$ cat src/verilog/ltssmPkg.sv
package ltssmPkg;

    // number of lanes in the link. The design also builds for 1 or 2.
    localparam int LANE_COUNT = 4;

    // symbol codes of the unscrambled 8b domain.
    localparam logic [7:0] COM   = 8'hBC;  // K28.5.
    localparam logic [7:0] IDL   = 8'h7C;  // K28.3.
    localparam logic [7:0] SKP   = 8'h1C;  // K28.0.
    localparam logic [7:0] D10_2 = 8'h4A;  // filler symbol of TS1.
    localparam logic [7:0] PAD   = 8'hF7;  // K23.7.

    // ordered-set lengths in symbols, COM included.
    localparam int OS_LEN   = 16;
    localparam int EIOS_LEN = 4;

    // the training-control symbol sits here within a TS1.
    localparam int TRAIN_CTRL_IDX = 5;

    localparam logic [1:0] OS_NONE  = 2'd0;
    localparam logic [1:0] OS_T1    = 2'd1;
    localparam logic [1:0] OS_T1_LB = 2'd2;  // TS1 with the loopback bit set.
    localparam logic [1:0] OS_EIDLE = 2'd3;

    // main link state codes.
    localparam logic [3:0] DETECT   = 4'd0;
    localparam logic [3:0] POLLING  = 4'd1;
    localparam logic [3:0] CONFIG   = 4'd2;
    localparam logic [3:0] L0       = 4'd3;
    localparam logic [3:0] RECOVERY = 4'd7;
    localparam logic [3:0] LOOPBACK = 4'd8;
    localparam logic [3:0] HOTRST   = 4'd9;
    localparam logic [3:0] DISABLED = 4'd10;

    // loopback substates. Codes 3 and 7 are unused.
    localparam logic [2:0] LB_IDLE         = 3'd0;
    localparam logic [2:0] LB_ENTRY_MASTER = 3'd1;
    localparam logic [2:0] LB_ACTIVE       = 3'd2;
    localparam logic [2:0] LB_EXIT_SEND    = 3'd4;
    localparam logic [2:0] LB_EXIT_IDLE    = 3'd5;
    localparam logic [2:0] LB_DONE         = 3'd6;

    // One symbol seen either as a plain byte or as the TS1 training-control field.
    typedef union packed {
        logic [7:0] raw;
        struct packed {
            logic [3:0] reserved;
            logic       scrambleOff;
            logic       loopback;
            logic       disableLink;
            logic       hotReset;
        } fields;
    } trainCtrl_u;

endpackage

$ cat src/verilog/laneOsDetect.sv
`timescale 1ns/10ps

module laneOsDetect (
    input  logic       sys_clk,
    input  logic       rst_n,
    input  logic [7:0] rxSym,
    input  logic       rxIsK,
    input  logic       rxValid,
    input  logic       clrSeen,
    output logic       ts1Seen,
    output logic       ts1LbSeen,
    output logic       eiosSeen
);

    import ltssmPkg::*;

    trainCtrl_u rxWord;
    logic       inSet;
    logic       isEios;
    logic [3:0] symIdx;
    logic       lbBit;
    logic       comSeen;
    logic       eiosTrack;
    logic       symOk;
    logic       symStep;
    logic       ts1Done;
    logic       eiosDone;

    assign rxWord.raw = rxSym;
    assign comSeen    = rxIsK && (rxWord.raw == COM);
    assign symStep    = rxValid && inSet && !comSeen;

    // The symbol right after COM tells an EIOS from a TS1.
    assign eiosTrack = (symIdx == 4'd1) ? (rxIsK && (rxWord.raw == IDL)) : isEios;

    always_comb begin
        if (eiosTrack) begin
            symOk = rxIsK && (rxWord.raw == IDL);
        end else if (symIdx < 4'(TRAIN_CTRL_IDX)) begin
            symOk = 1'b1;  // link, lane, N_FTS and rate fields are not checked.
        end else if (symIdx == 4'(TRAIN_CTRL_IDX)) begin
            symOk = !rxIsK;
        end else begin
            symOk = !rxIsK && (rxWord.raw == D10_2);
        end
    end

    assign eiosDone = symStep && symOk && eiosTrack && (symIdx == 4'(EIOS_LEN - 1));
    assign ts1Done  = symStep && symOk && !eiosTrack && (symIdx == 4'(OS_LEN - 1));

    always_ff @(posedge sys_clk or negedge rst_n) begin
        if (!rst_n) begin
            inSet  <= 1'b0;
            isEios <= 1'b0;
            symIdx <= 4'd0;
        end else if (rxValid) begin
            if (comSeen) begin
                inSet  <= 1'b1;  // any COM restarts the match.
                symIdx <= 4'd1;
            end else if (inSet) begin
                isEios <= eiosTrack;
                symIdx <= symIdx + 4'd1;
                if (!symOk || eiosDone || ts1Done) begin
                    inSet <= 1'b0;  // wait for the next COM.
                end
            end
        end
    end

    always_ff @(posedge sys_clk) begin
        if (symStep && (symIdx == 4'(TRAIN_CTRL_IDX))) begin
            lbBit <= rxWord.fields.loopback;
        end
    end

    always_ff @(posedge sys_clk or negedge rst_n) begin
        if (!rst_n) begin
            ts1Seen   <= 1'b0;
            ts1LbSeen <= 1'b0;
            eiosSeen  <= 1'b0;
        end else begin
            if (clrSeen) begin
                ts1Seen   <= 1'b0;
                ts1LbSeen <= 1'b0;
                eiosSeen  <= 1'b0;
            end
            // a set completing in the clear cycle is kept.
            if (ts1Done && lbBit) begin
                ts1LbSeen <= 1'b1;
            end
            if (ts1Done && !lbBit) begin
                ts1Seen <= 1'b1;
            end
            if (eiosDone) begin
                eiosSeen <= 1'b1;
            end
        end
    end

endmodule

$ cat src/verilog/loopbackSm.sv
`timescale 1ns/10ps

module loopbackSm (
    input  logic                            sys_clk,
    input  logic                            rst_n,
    input  logic [3:0]                      ltssmState,
    input  logic                            lbRequest,
    input  logic [ltssmPkg::LANE_COUNT-1:0] lbLaneReq,
    input  logic [ltssmPkg::LANE_COUNT-1:0] laneTs1,
    input  logic [ltssmPkg::LANE_COUNT-1:0] laneTs1Lb,
    input  logic [ltssmPkg::LANE_COUNT-1:0] laneEios,
    input  logic                            osDone,
    output logic                            osSend,
    output logic [1:0]                      osType,
    output logic [ltssmPkg::LANE_COUNT-1:0] txLaneMask,
    output logic                            clrSeen,
    output logic                            lbMaster,
    output logic                            lbSlave,
    output logic                            exitDone,
    output logic [2:0]                      lbSubstate
);

    import ltssmPkg::*;

    logic [2:0]            nextSub;
    logic                  sendNow;
    logic [1:0]            sendType;
    logic [LANE_COUNT-1:0] sendMask;
    logic [LANE_COUNT-1:0] masterLanes;
    logic                  busy;
    logic                  flagsValid;
    logic                  allEchoed;

    // Detector flags are stale in the cycle their clear is still pending.
    assign flagsValid = !clrSeen;
    assign allEchoed  = ((laneTs1Lb & masterLanes) == masterLanes);

    always_comb begin
        nextSub  = lbSubstate;
        sendNow  = 1'b0;
        sendType = OS_T1_LB;
        sendMask = masterLanes;
        case (lbSubstate)
            LB_IDLE: begin
                if (ltssmState == LOOPBACK) begin
                    if (lbRequest && (|lbLaneReq)) begin
                        nextSub  = LB_ENTRY_MASTER;
                        sendNow  = 1'b1;
                        sendMask = lbLaneReq;
                    end else begin
                        nextSub = LB_ACTIVE;  // no request, so this side is the slave.
                    end
                end
            end
            LB_ENTRY_MASTER: begin
                if (flagsValid && allEchoed) begin
                    nextSub = LB_ACTIVE;
                end else if (osDone) begin
                    sendNow = 1'b1;  // keep the TS1 stream going until echoed.
                end
            end
            LB_ACTIVE: begin
                if (lbMaster) begin
                    if (!lbRequest && !busy) begin
                        nextSub  = LB_EXIT_SEND;
                        sendNow  = 1'b1;
                        sendType = OS_EIDLE;
                        sendMask = '1;
                    end
                end else if (flagsValid && ((|laneEios) || (|laneTs1))) begin
                    nextSub = LB_EXIT_IDLE;
                end
            end
            LB_EXIT_SEND: begin
                if (osDone) begin
                    nextSub = LB_EXIT_IDLE;
                end
            end
            LB_EXIT_IDLE: begin
                nextSub = LB_DONE;
            end
            LB_DONE: begin
                if (ltssmState != LOOPBACK) begin
                    nextSub = LB_IDLE;
                end
            end
            default: begin
                nextSub = LB_IDLE;
            end
        endcase
    end

    always_ff @(posedge sys_clk or negedge rst_n) begin
        if (!rst_n) begin
            lbSubstate  <= LB_IDLE;
            clrSeen     <= 1'b0;
            osSend      <= 1'b0;
            osType      <= OS_NONE;
            txLaneMask  <= '0;
            masterLanes <= '0;
            busy        <= 1'b0;
            lbMaster    <= 1'b0;
            lbSlave     <= 1'b0;
            exitDone    <= 1'b0;
        end else begin
            lbSubstate <= nextSub;
            clrSeen    <= (nextSub != lbSubstate);
            osSend     <= sendNow;
            busy       <= sendNow || (busy && !osDone);
            exitDone   <= (lbSubstate == LB_EXIT_IDLE);
            if (sendNow) begin
                osType     <= sendType;
                txLaneMask <= sendMask;
            end
            if ((lbSubstate == LB_IDLE) && (nextSub == LB_ENTRY_MASTER)) begin
                masterLanes <= lbLaneReq;
            end
            if ((lbSubstate == LB_ENTRY_MASTER) && (nextSub == LB_ACTIVE)) begin
                lbMaster <= 1'b1;
            end
            if ((lbSubstate == LB_IDLE) && (nextSub == LB_ACTIVE)) begin
                lbSlave <= 1'b1;
            end
            if (lbSubstate == LB_EXIT_IDLE) begin
                lbMaster <= 1'b0;
                lbSlave  <= 1'b0;
            end
        end
    end

endmodule

$ cat src/verilog/loopbackTop.sv
`timescale 1ns/10ps

module loopbackTop (
    input  logic                              sys_clk,
    input  logic                              rst_n,
    input  logic [3:0]                        ltssmState,
    input  logic                              lbRequest,
    input  logic [ltssmPkg::LANE_COUNT-1:0]   lbLaneReq,
    input  logic [ltssmPkg::LANE_COUNT*8-1:0] rxSym,
    input  logic [ltssmPkg::LANE_COUNT-1:0]   rxIsK,
    input  logic [ltssmPkg::LANE_COUNT-1:0]   rxValid,
    output logic [ltssmPkg::LANE_COUNT*8-1:0] txSym,
    output logic [ltssmPkg::LANE_COUNT-1:0]   txIsK,
    output logic                              lbMaster,
    output logic                              lbSlave,
    output logic                              exitDone,
    output logic [2:0]                        lbSubstate
);

    import ltssmPkg::*;

    logic [LANE_COUNT-1:0] laneTs1;
    logic [LANE_COUNT-1:0] laneTs1Lb;
    logic [LANE_COUNT-1:0] laneEios;
    logic                  clrSeen;
    logic                  osSend;
    logic [1:0]            osType;
    logic [LANE_COUNT-1:0] txLaneMask;
    logic                  osDone;

    for (genvar lane = 0; lane < LANE_COUNT; lane++) begin : gLane
        laneOsDetect laneDetect (
            .sys_clk   (sys_clk),
            .rst_n     (rst_n),
            .rxSym     (rxSym[lane*8 +: 8]),
            .rxIsK     (rxIsK[lane]),
            .rxValid   (rxValid[lane]),
            .clrSeen   (clrSeen),
            .ts1Seen   (laneTs1[lane]),
            .ts1LbSeen (laneTs1Lb[lane]),
            .eiosSeen  (laneEios[lane])
        );
    end

    loopbackSm lbSm (
        .sys_clk    (sys_clk),
        .rst_n      (rst_n),
        .ltssmState (ltssmState),
        .lbRequest  (lbRequest),
        .lbLaneReq  (lbLaneReq),
        .laneTs1    (laneTs1),
        .laneTs1Lb  (laneTs1Lb),
        .laneEios   (laneEios),
        .osDone     (osDone),
        .osSend     (osSend),
        .osType     (osType),
        .txLaneMask (txLaneMask),
        .clrSeen    (clrSeen),
        .lbMaster   (lbMaster),
        .lbSlave    (lbSlave),
        .exitDone   (exitDone),
        .lbSubstate (lbSubstate)
    );

    txOsGen txGen (
        .sys_clk    (sys_clk),
        .rst_n      (rst_n),
        .osSend     (osSend),
        .osType     (osType),
        .txLaneMask (txLaneMask),
        .txSym      (txSym),
        .txIsK      (txIsK),
        .osDone     (osDone)
    );

endmodule

$ cat src/verilog/txOsGen.sv
`timescale 1ns/10ps

module txOsGen (
    input  logic                              sys_clk,
    input  logic                              rst_n,
    input  logic                              osSend,
    input  logic [1:0]                        osType,
    input  logic [ltssmPkg::LANE_COUNT-1:0]   txLaneMask,
    output logic [ltssmPkg::LANE_COUNT*8-1:0] txSym,
    output logic [ltssmPkg::LANE_COUNT-1:0]   txIsK,
    output logic                              osDone
);

    import ltssmPkg::*;

    logic                  active;
    logic [1:0]            curType;
    logic [LANE_COUNT-1:0] curMask;
    logic [3:0]            symIdx;
    logic [3:0]            lastIdx;
    trainCtrl_u            txCtrl;
    logic [7:0]            osByte;
    logic                  osIsK;

    assign lastIdx = (curType == OS_EIDLE) ? 4'(EIOS_LEN - 1) : 4'(OS_LEN - 1);
    assign osDone  = active && (symIdx == lastIdx);

    always_ff @(posedge sys_clk or negedge rst_n) begin
        if (!rst_n) begin
            active <= 1'b0;
            symIdx <= 4'd0;
        end else if (osSend) begin
            active <= 1'b1;
            symIdx <= 4'd0;
        end else if (active) begin
            symIdx <= symIdx + 4'd1;
            if (osDone) begin
                active <= 1'b0;
            end
        end
    end

    always_ff @(posedge sys_clk) begin
        if (osSend) begin
            curType <= osType;
            curMask <= txLaneMask;
        end
    end

    always_comb begin
        txCtrl.raw             = 8'h00;
        txCtrl.fields.loopback = (curType == OS_T1_LB);
        osByte                 = D10_2;
        osIsK                  = 1'b0;
        if (symIdx == 4'd0) begin
            osByte = COM;
            osIsK  = 1'b1;
        end else if (curType == OS_EIDLE) begin
            osByte = IDL;
            osIsK  = 1'b1;
        end else begin
            case (symIdx)
                4'd1, 4'd2: begin
                    osByte = PAD;  // link and lane numbers are not assigned yet.
                    osIsK  = 1'b1;
                end
                4'd3: osByte = 8'h20;  // N_FTS.
                4'd4: osByte = 8'h02;  // 2.5 GT/s only.
                4'(TRAIN_CTRL_IDX): osByte = txCtrl.raw;
                default: osByte = D10_2;
            endcase
        end
    end

    always_comb begin
        for (int lane = 0; lane < LANE_COUNT; lane++) begin
            txSym[lane*8 +: 8] = (active && curMask[lane]) ? osByte : 8'h00;
            txIsK[lane]        = active && curMask[lane] && osIsK;
        end
    end

endmodule
$ cat config.mk
export PLATFORM = sky130hd
export DESIGN_NAME = loopbackTop
export DESIGN_NICKNAME = d
export VERILOG_FILES = /design/src/verilog/ltssmPkg.sv /design/src/verilog/laneOsDetect.sv /design/src/verilog/loopbackSm.sv /design/src/verilog/loopbackTop.sv /design/src/verilog/txOsGen.sv
export SDC_FILE = /design/constraint.sdc
export NUM_CORES = 1
export LEC_CHECK = 0
export ABC_AREA = 1
export BUFFER_PORTS_ARGS = -buffer_cell sky130_fd_sc_hd__buf_2
export CORE_AREA = 2 2 105 97
export DETAILED_ROUTE_END_ITERATION = 10
export DIE_AREA = 0 0 107 99
export PLACE_DENSITY = 0.71
export SLEW_MARGIN = 20
export SYNTH_ARGS = -nofsm -noshare
export SYNTH_HDL_FRONTEND = slang
export SYNTH_HIERARCHICAL = 1
export SYNTH_SLANG_ARGS = --single-unit
export TNS_END_PERCENT = 30
$ cat constraint.sdc
create_clock -name sys_clk -period 2.1 [get_ports sys_clk]
set_clock_uncertainty 0.1 [all_clocks]
set_input_delay 0.105 -clock sys_clk [delete_from_list [all_inputs] [get_ports sys_clk]]
set_output_delay 0.105 -clock sys_clk [all_outputs]
set_load 0.03 [all_outputs]
# After elaboration in Yosys (flattened, before gate mapping)
# Index checks and enable logic that the tools add are counted.
# classes
mux,93
bitwise_logic,5
n_addsub,5
n_eq_ne,47
n_reduce_logical,136
n_lt_le_gt_ge,4
# ops
cell,count
$logic_and 1x1->1,69
$eq 8x7->1 const B,8
$mux 4,15
$mux 1,58
$mux 8,6
$reduce_bool 2->1,19
$eq 8x8->1 const B,4
$pmux 8 s4,1
$eq 4x2->1 const B,6
$eq 4x3->1 const B,6
$logic_not 1->1,24
$mux 3,7
$add 4x1->4 const B,5
$eq 4x1->1 const B,5
$eq 4x4->1 const B,5
$pmux 3 s6,1
$lt 4x3->1 const B,4
$reduce_and 3->1,4
$reduce_or 4->1,3
$logic_or 1x1->1,10
$eq 3x3->1 const B,3
$eq 4x4->1,2
$pmux 4 s2,1
$reduce_and 2->1,4
12 further kinds,20
# word_totals
ff_bits,70
input_bits,51

# Depth between registers and ports, before layout
# Gate-level depths: netlist of the first run.
# logic_depth
ltp_word,13
ltp_mapped,11
depth_no_buf,11

# By module
# Netlist of the first run, hierarchy kept.
# modules_own_cells
mod,area_each_um2,seq_area_each_um2,cells_per_inst,instances
laneOsDetect,716.9,255.2,98,4
loopbackSm,984.7,475.5,135,1
txOsGen,813.3,305.3,114,1

# Worst setup path before layout of the first run
# OpenSTA, ideal clock, no wires.
# synth_timing
path_type,register -> output
startpoint,register txGen.symIdx[0]
endpoint,output txSym[17] in the netlist's numbering
arrival_time_ns,1.570
t_required_ns,1.895
path_slack_ns,0.325
path_stages_with_launch,10
path_cell_list,dfrtp_1 inv_1 ha_1 inv_1 nand2_1 o21ai_1 nand2_1 nand2_1 nand2_2 nor2_1
# synth_via
elab_chain_len,6
elab_cells_between_ends,11
# synth_lines
element,line_no,text
start: declaration,txOsGen.sv:19,logic [3:0] symIdx;
start signal: assignment,txOsGen.sv:36,symIdx <= symIdx + 4'd1;
$eq 4x1->1 / $eq 4x2->1 (equally long branches),txOsGen.sv:62,case (symIdx)
$reduce_or 2->1,txOsGen.sv:62,
$pmux 8 s4,txOsGen.sv:62,
$mux 8,txOsGen.sv:58,end else if (curType == OS_EIDLE) begin
$mux 8 *,txOsGen.sv:55,if (symIdx == 4'd0) begin
$mux 8 *,txOsGen.sv:77,txSym[lane*8 +: 8] = (active && curMask[lane]) ? osByte : 8'h00;
end: declaration,loopbackTop.sv:12,"output logic [ltssmPkg::LANE_COUNT*8-1:0] txSym,"
# Every way passes the cells marked *; elsewhere a longest branch is shown, timed or not.

# Worst setup path after layout of the first run
# layout_timing
startpoint,register txGen.symIdx[0]
endpoint,output txSym[11] in the netlist's numbering
# The elaborated chain is that of the path after synthesis.

==> impl_metrics.json, run 1 <==
{
  "run_status": "finished clean",
  "grt_pass1_vias": 4098,
  "slew-limit-headroom": 0.7623,
  "ioPinCount": 93,
  "fin_crit_ns": 2.050,
  "netlist_area_um2": 4666,
  "startpoint_type": "register",
  "synth_cell_types": 36,
  "maxCapViolCount": 0,
  "totalWireLength_mm": 9.991,
  "clk_pin_slew_ns": 0.08,
  "grt_pass1_wl_mm": 17.16,
  "drt-met1-wl_mm": 4.631,
  "worstMarginPinSlew_ns": 0.3538,
  "leakagePower_nw": 3.223,
  "drive_above_1_share": 0.2839,
  "grt_max_degree": 61,
  "peakVddDrop_mv": 0.5784,
  "cts_tree": "done",
  "wl_per_cell_um": 11.18,
  "clk_latency_ns": 0.35,
  "syn_to_final_growth_pct": 24.78,
  "gp_congestion": 0.8321,
  "synth_compound_area_frac": 0.09037,
  "powerDensity_nw_per_um2": 1151,
  "syn_nets": 708,
  "num_rows": 34,
  "placed_cells": 860,
  "place_hpwl_mm": 7.554,
  "syn_area_per_cell_um2": 7.279,
  "synth.yosys.seq_area_share": 0.3862,
  "fp.dieW_um": 107,
  "hp-class": "input port to register",
  "p_total_w": 0.006702,
  "antenna_cells": 0,
  "top_layer": "met4",
  "synthXorXnorAreaFrac": 0.01502,
  "synth_top_flop_cell": "dfrtp_1",
  "synthSimpleGateAreaFrac": 0.3516,
  "drtIter0Drc": 158,
  "root_buffer": "clkbuf_8",
  "nNetsFinal": 830,
  "rsz0062_at_grt": "true",
  "start_util": 0.4918,
  "yosys_warnings": 6,
  "drc": 0,
  "final_cell_mix": "nand2_1 (169), inv_1 (114), buf_2 (79), nor2_1 (70), dfrtp_1 (59)",
  "async_reset_ff_frac": 0.8571,
  "stdcell_count": 894,
  "final_common_cell": "nand2_1",
  "cp-end-kind": "primary output",
  "ant_nets": 0,
  "setup_viol": 0,
  "cp_max_fo": 4,
  "drv_slew": 0,
  "dieArea_um2": 10590,
  "synth_seq_cells": 70,
  "synth_top_family_by_area": "simple AND/OR/NAND/NOR gates",
  "cts_made_buffers": 9,
  "io_buffer_count": 92,
  "route.met2.wl_mm": 4.810,
  "core_area_um2": 9487,
  "hold_viol_final": 0,
  "grt_overflow": 0,
  "first_pass_iters": 4,
  "h-tree-depth": 3,
  "synth_edf_count": 10,
  "cts.sinks": 70,
  "cp.arrival_ns": 1.84,
  "synthMuxAreaShare": 0,
  "wl_met3_um": 424,
  "required_ns": 1.89,
  "nFillCells": 838,
  "antenna_found_initial": 0,
  "post-route-period-util": 0.9760,
  "crit_type": "register to primary output",
  "track_usage": 0.1967,
  "clockBufferDepth": 2,
  "viasPerCell": 4.795,
  "dieHeight_um": 99,
  "routed-via-count": 4287,
  "fmax_mhz": 487.9,
  "yosys.area_share.adder": 0.04291,
  "synth_cells": 641
}
==> stage by stage <==
stage / worst slack, ns / utilization / cell area [µm²] / hold WS [ns] / TNS, ns
final: 0.05034 / 0.6137 / 5822 / 0.02541 / 0
after global routing: -0.02834 / 0.6137 / 5822 / 0.03780 / -0.1592
after CTS: 0.01839 / 0.6030 / 5720 / 0.01222 / 0
after detailed placement: 0.3016 / 0.5594 / 5306 / 0.04374 / 0
after global placement: 0.4049 / 0.5594 / 5306 / 0.03571 / 0
after floorplan: 0.3254 / - / 4666 / -0.2906 / 0
==> worst max-delay path, stage by stage, from the launching register on <==
cell and delay (ns):
dfrtp_2 0.45, inv_2 0.09, ha_2 0.18, inv_2 0.04, nand2_4 0.07, o21ai_2 0.06
buf_4 0.15, a21boi_4 0.18, nor2_1 0.07, buf_2 0.19
==> cells in the mapped netlist (8+ instances only) <==
master    number  share of area
a21oi_1        8         0.0086
nand2_4        8          0.019
nand3_1       37          0.040
nor2_1        74          0.060
ha_1          16          0.043
inv_2         14          0.011
inv_1        118          0.095
o22ai_1       12          0.016
nand2_2       11          0.015
nor2_2        18          0.024
edfxtp_1      10          0.064
nand3_2       16          0.034
dfrtp_1       60           0.32
nand2_1      170           0.14
o21ai_0       18          0.019
==> flip-flops by register name (all words and copies together) (netlist names), 2 cells and up <==
register / cells
lbSm/txLaneMask: 4
txGen/symIdx: 4
gLane.laneDetect/isEios: 4
lbSm/osType: 2
gLane.laneDetect/symIdx: 16
lbSm/masterLanes: 4
gLane.laneDetect/lbBit: 4
txGen/curMask: 4
gLane.laneDetect/inSet: 4
gLane.laneDetect/ts1LbSeen: 4
txGen/curType: 2
gLane.laneDetect/ts1Seen: 4
lbSm/lbSubstate: 3
gLane.laneDetect/eiosSeen: 4
==> layout make-up <==
type | count | area, µm² | share of cell area
Multi-Input combinational cell | 433 | 2407 | 0.4135
Sequential cell | 70 | 1803 | 0.3097
Timing Repair Buffer | 112 | 690.7 | 0.1186
Inverter | 137 | 526.8 | 0.09048
Tap cell | 126 | 157.7 | 0.02708
Clock buffer | 9 | 123.9 | 0.02128
Clock inverter | 7 | 112.6 | 0.01934
==> path summary, 6_finish.rpt <==
path | start | depth (start not counted) | endpoint | slack [ns]
max | txGen/symIdx[0] | 9 | txSym[11] | 0.05
min | rxIsK[3] | 3 | gLane[3].laneDetect/inSet | 0.03
max reg2reg | txGen/symIdx[0] | 10 | lbSm/clrSeen | 0.38
min reg2reg | lbSm/osType[1] | 0 | txGen/curType[1] | 0.35
max in group asynchronous | rst_n | 3 | txGen/symIdx[0] | 1.43
min in group asynchronous | rst_n | 3 | gLane[3].laneDetect/symIdx[1] | 0.17
==> report_power, final <==
group / total, W / switching [W] / internal [W]
logic: 0.00318 / 0.00201 / 0.00116
registers: 0.00223 / 0.000436 / 0.00179
clock network: 0.00130 / 0.000516 / 0.000780
==> logic make-up after synthesis <==
logic type	after synthesis
buf+inv	138
compound gates	63
xor+xnor	8
fa+ha+maj	16
simple gates	346
flops	70
==> per-layer routing <==
| metal | GRT usage | up-vias |
|---|---|---|
| met5 | 0 | - |
| met4 | 0.06593 | 0 |
| met3 | 0.04034 | 11 |
| met2 | 0.3405 | 96 |
| met1 | 0.2453 | 1964 |
| li1 | - | 2216 |
==> timing repair <==
action / 4_1_cts / 5_1_grt
resized for setup: 13 / 29
pin swaps: 2 / 7
setup buffers: 1 / 3
endpoints found under the hold margin: 73 / 0
hold buffers: 14 / 0
setup endpoints to repair: 18 / 25
No activity file was read; power rests on OpenSTA's default activity.
==> run 2: changes to the inputs <==
--- a/config.mk
+++ b/config.mk
@@ -7,13 +7,12 @@
 export LEC_CHECK = 0
 export ABC_AREA = 1
 export BUFFER_PORTS_ARGS = -buffer_cell sky130_fd_sc_hd__buf_2
-export CORE_AREA = 2 2 105 97
+export CORE_AREA = 2 2 102 94
 export DETAILED_ROUTE_END_ITERATION = 10
-export DIE_AREA = 0 0 107 99
-export PLACE_DENSITY = 0.71
+export DIE_AREA = 0 0 104 96
+export PLACE_DENSITY = 0.79
 export SLEW_MARGIN = 20
 export SYNTH_ARGS = -nofsm -noshare
 export SYNTH_HDL_FRONTEND = slang
-export SYNTH_HIERARCHICAL = 1
 export SYNTH_SLANG_ARGS = --single-unit
 export TNS_END_PERCENT = 30
==> run 2 against run 1 <==
Synthesized cell count fell by 6.7%. Highest routed layer unchanged. Via count grew 0.26%. Critical path type unchanged. The flow now finishes with violations (setup timing). Hold slack better by 0.0084 ns.
==> impl_metrics.json, run 2 <==
{
  "fp.dieW_um": 104,
  "yosys.area_share.adder": 0.04551,
  "run_status": "complete, but fails checks",
  "drc": 0,
  "final_common_cell": "nand2_1",
  "cp-end-kind": "primary output",
  "setup_tns_ns": -1.133,
  "violations": "setup timing",
  "h-tree-depth": 3,
  "synth_top_family_by_area": "simple AND/OR/NAND/NOR gates",
  "placed_cells": 811,
  "grtUsageMet2": 0.3832,
  "synthXorXnorAreaFrac": 0.01593,
  "fmax_mhz": 444.6,
  "maxCapViolCount": 0,
  "hold_viol_final": 0,
  "synth_cell_types": 40,
  "async_reset_ff_frac": 0.8571,
  "yosysTopAreaCellShare": 0.3413,
  "largest_reg_flops": 16,
  "syn_nets": 665,
  "synth.yosys.seq_area_share": 0.4096,
  "fin_ws_ns": -0.1493,
  "setup_viol": 17,
  "clkPwrFrac": 0.165,
  "met1_usage": 0.2514,
  "grt_pass1_vias": 4076,
  "place_hpwl_mm": 7.590,
  "grt_overflow": 0,
  "crit_type": "register to primary output",
  "grt_use_met3": 0.04401,
  "yosys_warnings": 0,
  "pre_cts_slack_ns": 0.1053,
  "cp_max_fo": 4,
  "io_buffer_count": 92,
  "powerDensity_nw_per_um2": 1208,
  "slew-limit-headroom": 0.7417,
  "drive_above_1_share": 0.2596,
  "p_int_w": 0.003623,
  "totalWireLength_mm": 10.55,
  "rsz0062_at_grt": "true",
  "dieArea_um2": 9984,
  "synth_most_common_cell": "nand2_1",
  "seqPwrFrac": 0.328,
  "busiest_layer": "met2",
  "track_usage": 0.2131,
  "root_buffer": "clkbuf_8",
  "synthSimpleGateAreaFrac": 0.3330,
  "cp.arrival_ns": 2.04,
  "synth.area.top_cells": "dfrtp_1 (34%), nand2_1 (12%), inv_1 (8.8%)",
  "synth_cells": 598,
  "nNetsFinal": 790,
  "power_frac_comb": 0.507,
  "synth_edf_count": 10,
  "core_area_um2": 8919,
  "synth_commonest_cells": "nand2_1 (144), inv_1 (103), nor2_1 (88), dfrtp_1 (60), nand3_1 (40)",
  "drv_slew": 0,
  "peakVddDrop_mv": 0.5949,
  "hold_slack_ns": 0.03380,
  "nFillCells": 707,
  "drtIter0Drc": 238,
  "switchingPower_w": 0.003198,
  "antenna_found_initial": 0,
  "final_cell_mix": "nand2_1 (144), inv_1 (99), nor2_1 (82), buf_2 (69), dfrtp_1 (57)",
  "start_util": 0.4933,
  "synthMuxAreaShare": 0,
  "yosysTopAreaCell": "dfrtp_1",
  "cts_tree": "done",
  "clockBufferDepth": 2,
  "regMostFlops": "gLane.laneDetect.symIdx",
  "hp-class": "input port to register",
  "netlist_area_um2": 4399,
  "first_pass_iters": 4,
  "stdcell_count": 850,
  "syn_to_final_growth_pct": 28.38,
  "ioPinCount": 93,
  "dieHeight_um": 96,
  "syn_area_per_cell_um2": 7.357,
  "cts_made_buffers": 9,
  "synth_seq_cells": 70,
  "required_ns": 1.89,
  "grt_max_degree": 61,
  "worstMarginPinSlew_ns": 0.3874,
  "ant_nets": 0,
  "clk_pin_slew_ns": 0.09,
  "postLayoutCellArea_um2": 5648,
  "gp_congestion": 0.9153,
  "leakagePower_nw": 3.004,
  "synth_compound_area_frac": 0.09556,
  "antenna_cells": 0,
  "wl_per_cell_um": 12.41,
  "postPlaceCellArea_um2": 5025,
  "synth_top_flop_cell": "dfrtp_1",
  "routed-via-count": 4298,
  "num_rows": 33,
  "clk_latency_ns": 0.35,
  "grt_pass1_wl_mm": 17.33,
  "fin_crit_ns": 2.249,
  "post-route-period-util": 1.071,
  "startpoint_type": "register",
  "switching_share": 0.4689,
  "cts.sinks": 70,
  "viasPerCell": 5.056
}
-- run 2: changes by cell type in the layout (fill, tap and decap cells not counted), sizes merged, moves of 2 or more --
cell    delta
nand4      +6
inv       -21
a31oi      -3
a21oi      -4
clkinv     +2
nand2     -37
o21ai     +16
clkbuf     +4
nand3      -4
nor3       +7
a211oi     -4
bufinv     -2
-- run 2: repair_timing --
action	in CTS	in global routing
gates resized for setup	29	39
endpoints found under the setup margin	32	36
buffers inserted	4	5
hold endpoints to repair	76	0
pin swaps	3	7
hold buffers	14	0
-- run 2: metal layers --
| metal | share of wire | up-vias |
|---|---|---|
| met2 | 0.50 | 152 |
| met5 | 0 | - |
| met1 | 0.43 | 1971 |
| met4 | 0.024 | 0 |
| li1 | - | 2141 |
| met3 | 0.049 | 34 |
-- run 2: area by class of cell --
| cell class | instances | area [µm²] | area share |
|---|---|---|---|
| inverter | 115 | 439.2 | 0.07776 |
| tap | 122 | 152.6 | 0.02703 |
| timing repair buffer | 116 | 760.7 | 0.1347 |
| clock inverter | 7 | 83.83 | 0.01484 |
| clock buffer | 9 | 123.9 | 0.02193 |
| sequential | 70 | 1805 | 0.3197 |
| multi-input combinational | 411 | 2282 | 0.4041 |
-- run 2: cell families after synthesis --
group / after synthesis
flip-flops: 70
adder cells (fa/ha/maj): 16
AND/OR/NAND/NOR: 318
XOR/XNOR: 8
buffers and inverters: 117
AO/OA/AOI/OAI: 69
-- run 2: path summary, 6_finish.rpt --
check / start / slack, ns / cells after the start / to
max: txGen.symIdx[1] / -0.15 / 10 / txSym[14]
min: rxIsK[2] / 0.03 / 3 / gLane[2].laneDetect.inSet
max reg2reg: txGen.symIdx[0] / 0.31 / 9 / lbSm.txLaneMask[3]
min reg2reg: lbSm.osType[1] / 0.35 / 0 / txGen.curType[1]
max in group asynchronous: rst_n / 1.43 / 3 / txGen.symIdx[3]
min in group asynchronous: rst_n / 0.18 / 3 / gLane[3].laneDetect.inSet
-- run 2: power by group through the flow --
| stage | combinational, W | sequential (W) | clock (W) |
|---|---|---|---|
| floorplan | 0.00221 | 0.00217 | 0 |
| global route | 0.00382 | 0.00230 | 0.00120 |
| detailed placement | 0.00289 | 0.00223 | 0 |
| finish | 0.00346 | 0.00224 | 0.00113 |
| CTS | 0.00318 | 0.00221 | 0.00115 |
| global placement | 0.00277 | 0.00220 | 0 |
-- run 2: per-stage QoR --
step                        util  total power (W)
after detailed placement  0.5634         0.005119
after floorplan                -         0.004376
after global routing      0.6333         0.007315
final                     0.6333         0.006821
after CTS                 0.6177         0.006542
after global placement    0.5634         0.004971
-- run 2: critical path: stages (launching register included) --
cell,delay (ns)
dfrtp_2,0.45
inv_4,0.07
ha_4,0.17
o21ai_4,0.16
inv_2,0.08
a21oi_4,0.15
nand3b_4,0.11
nand2_4,0.11
o21ai_4,0.09
nor2_1,0.13
buf_4,0.18
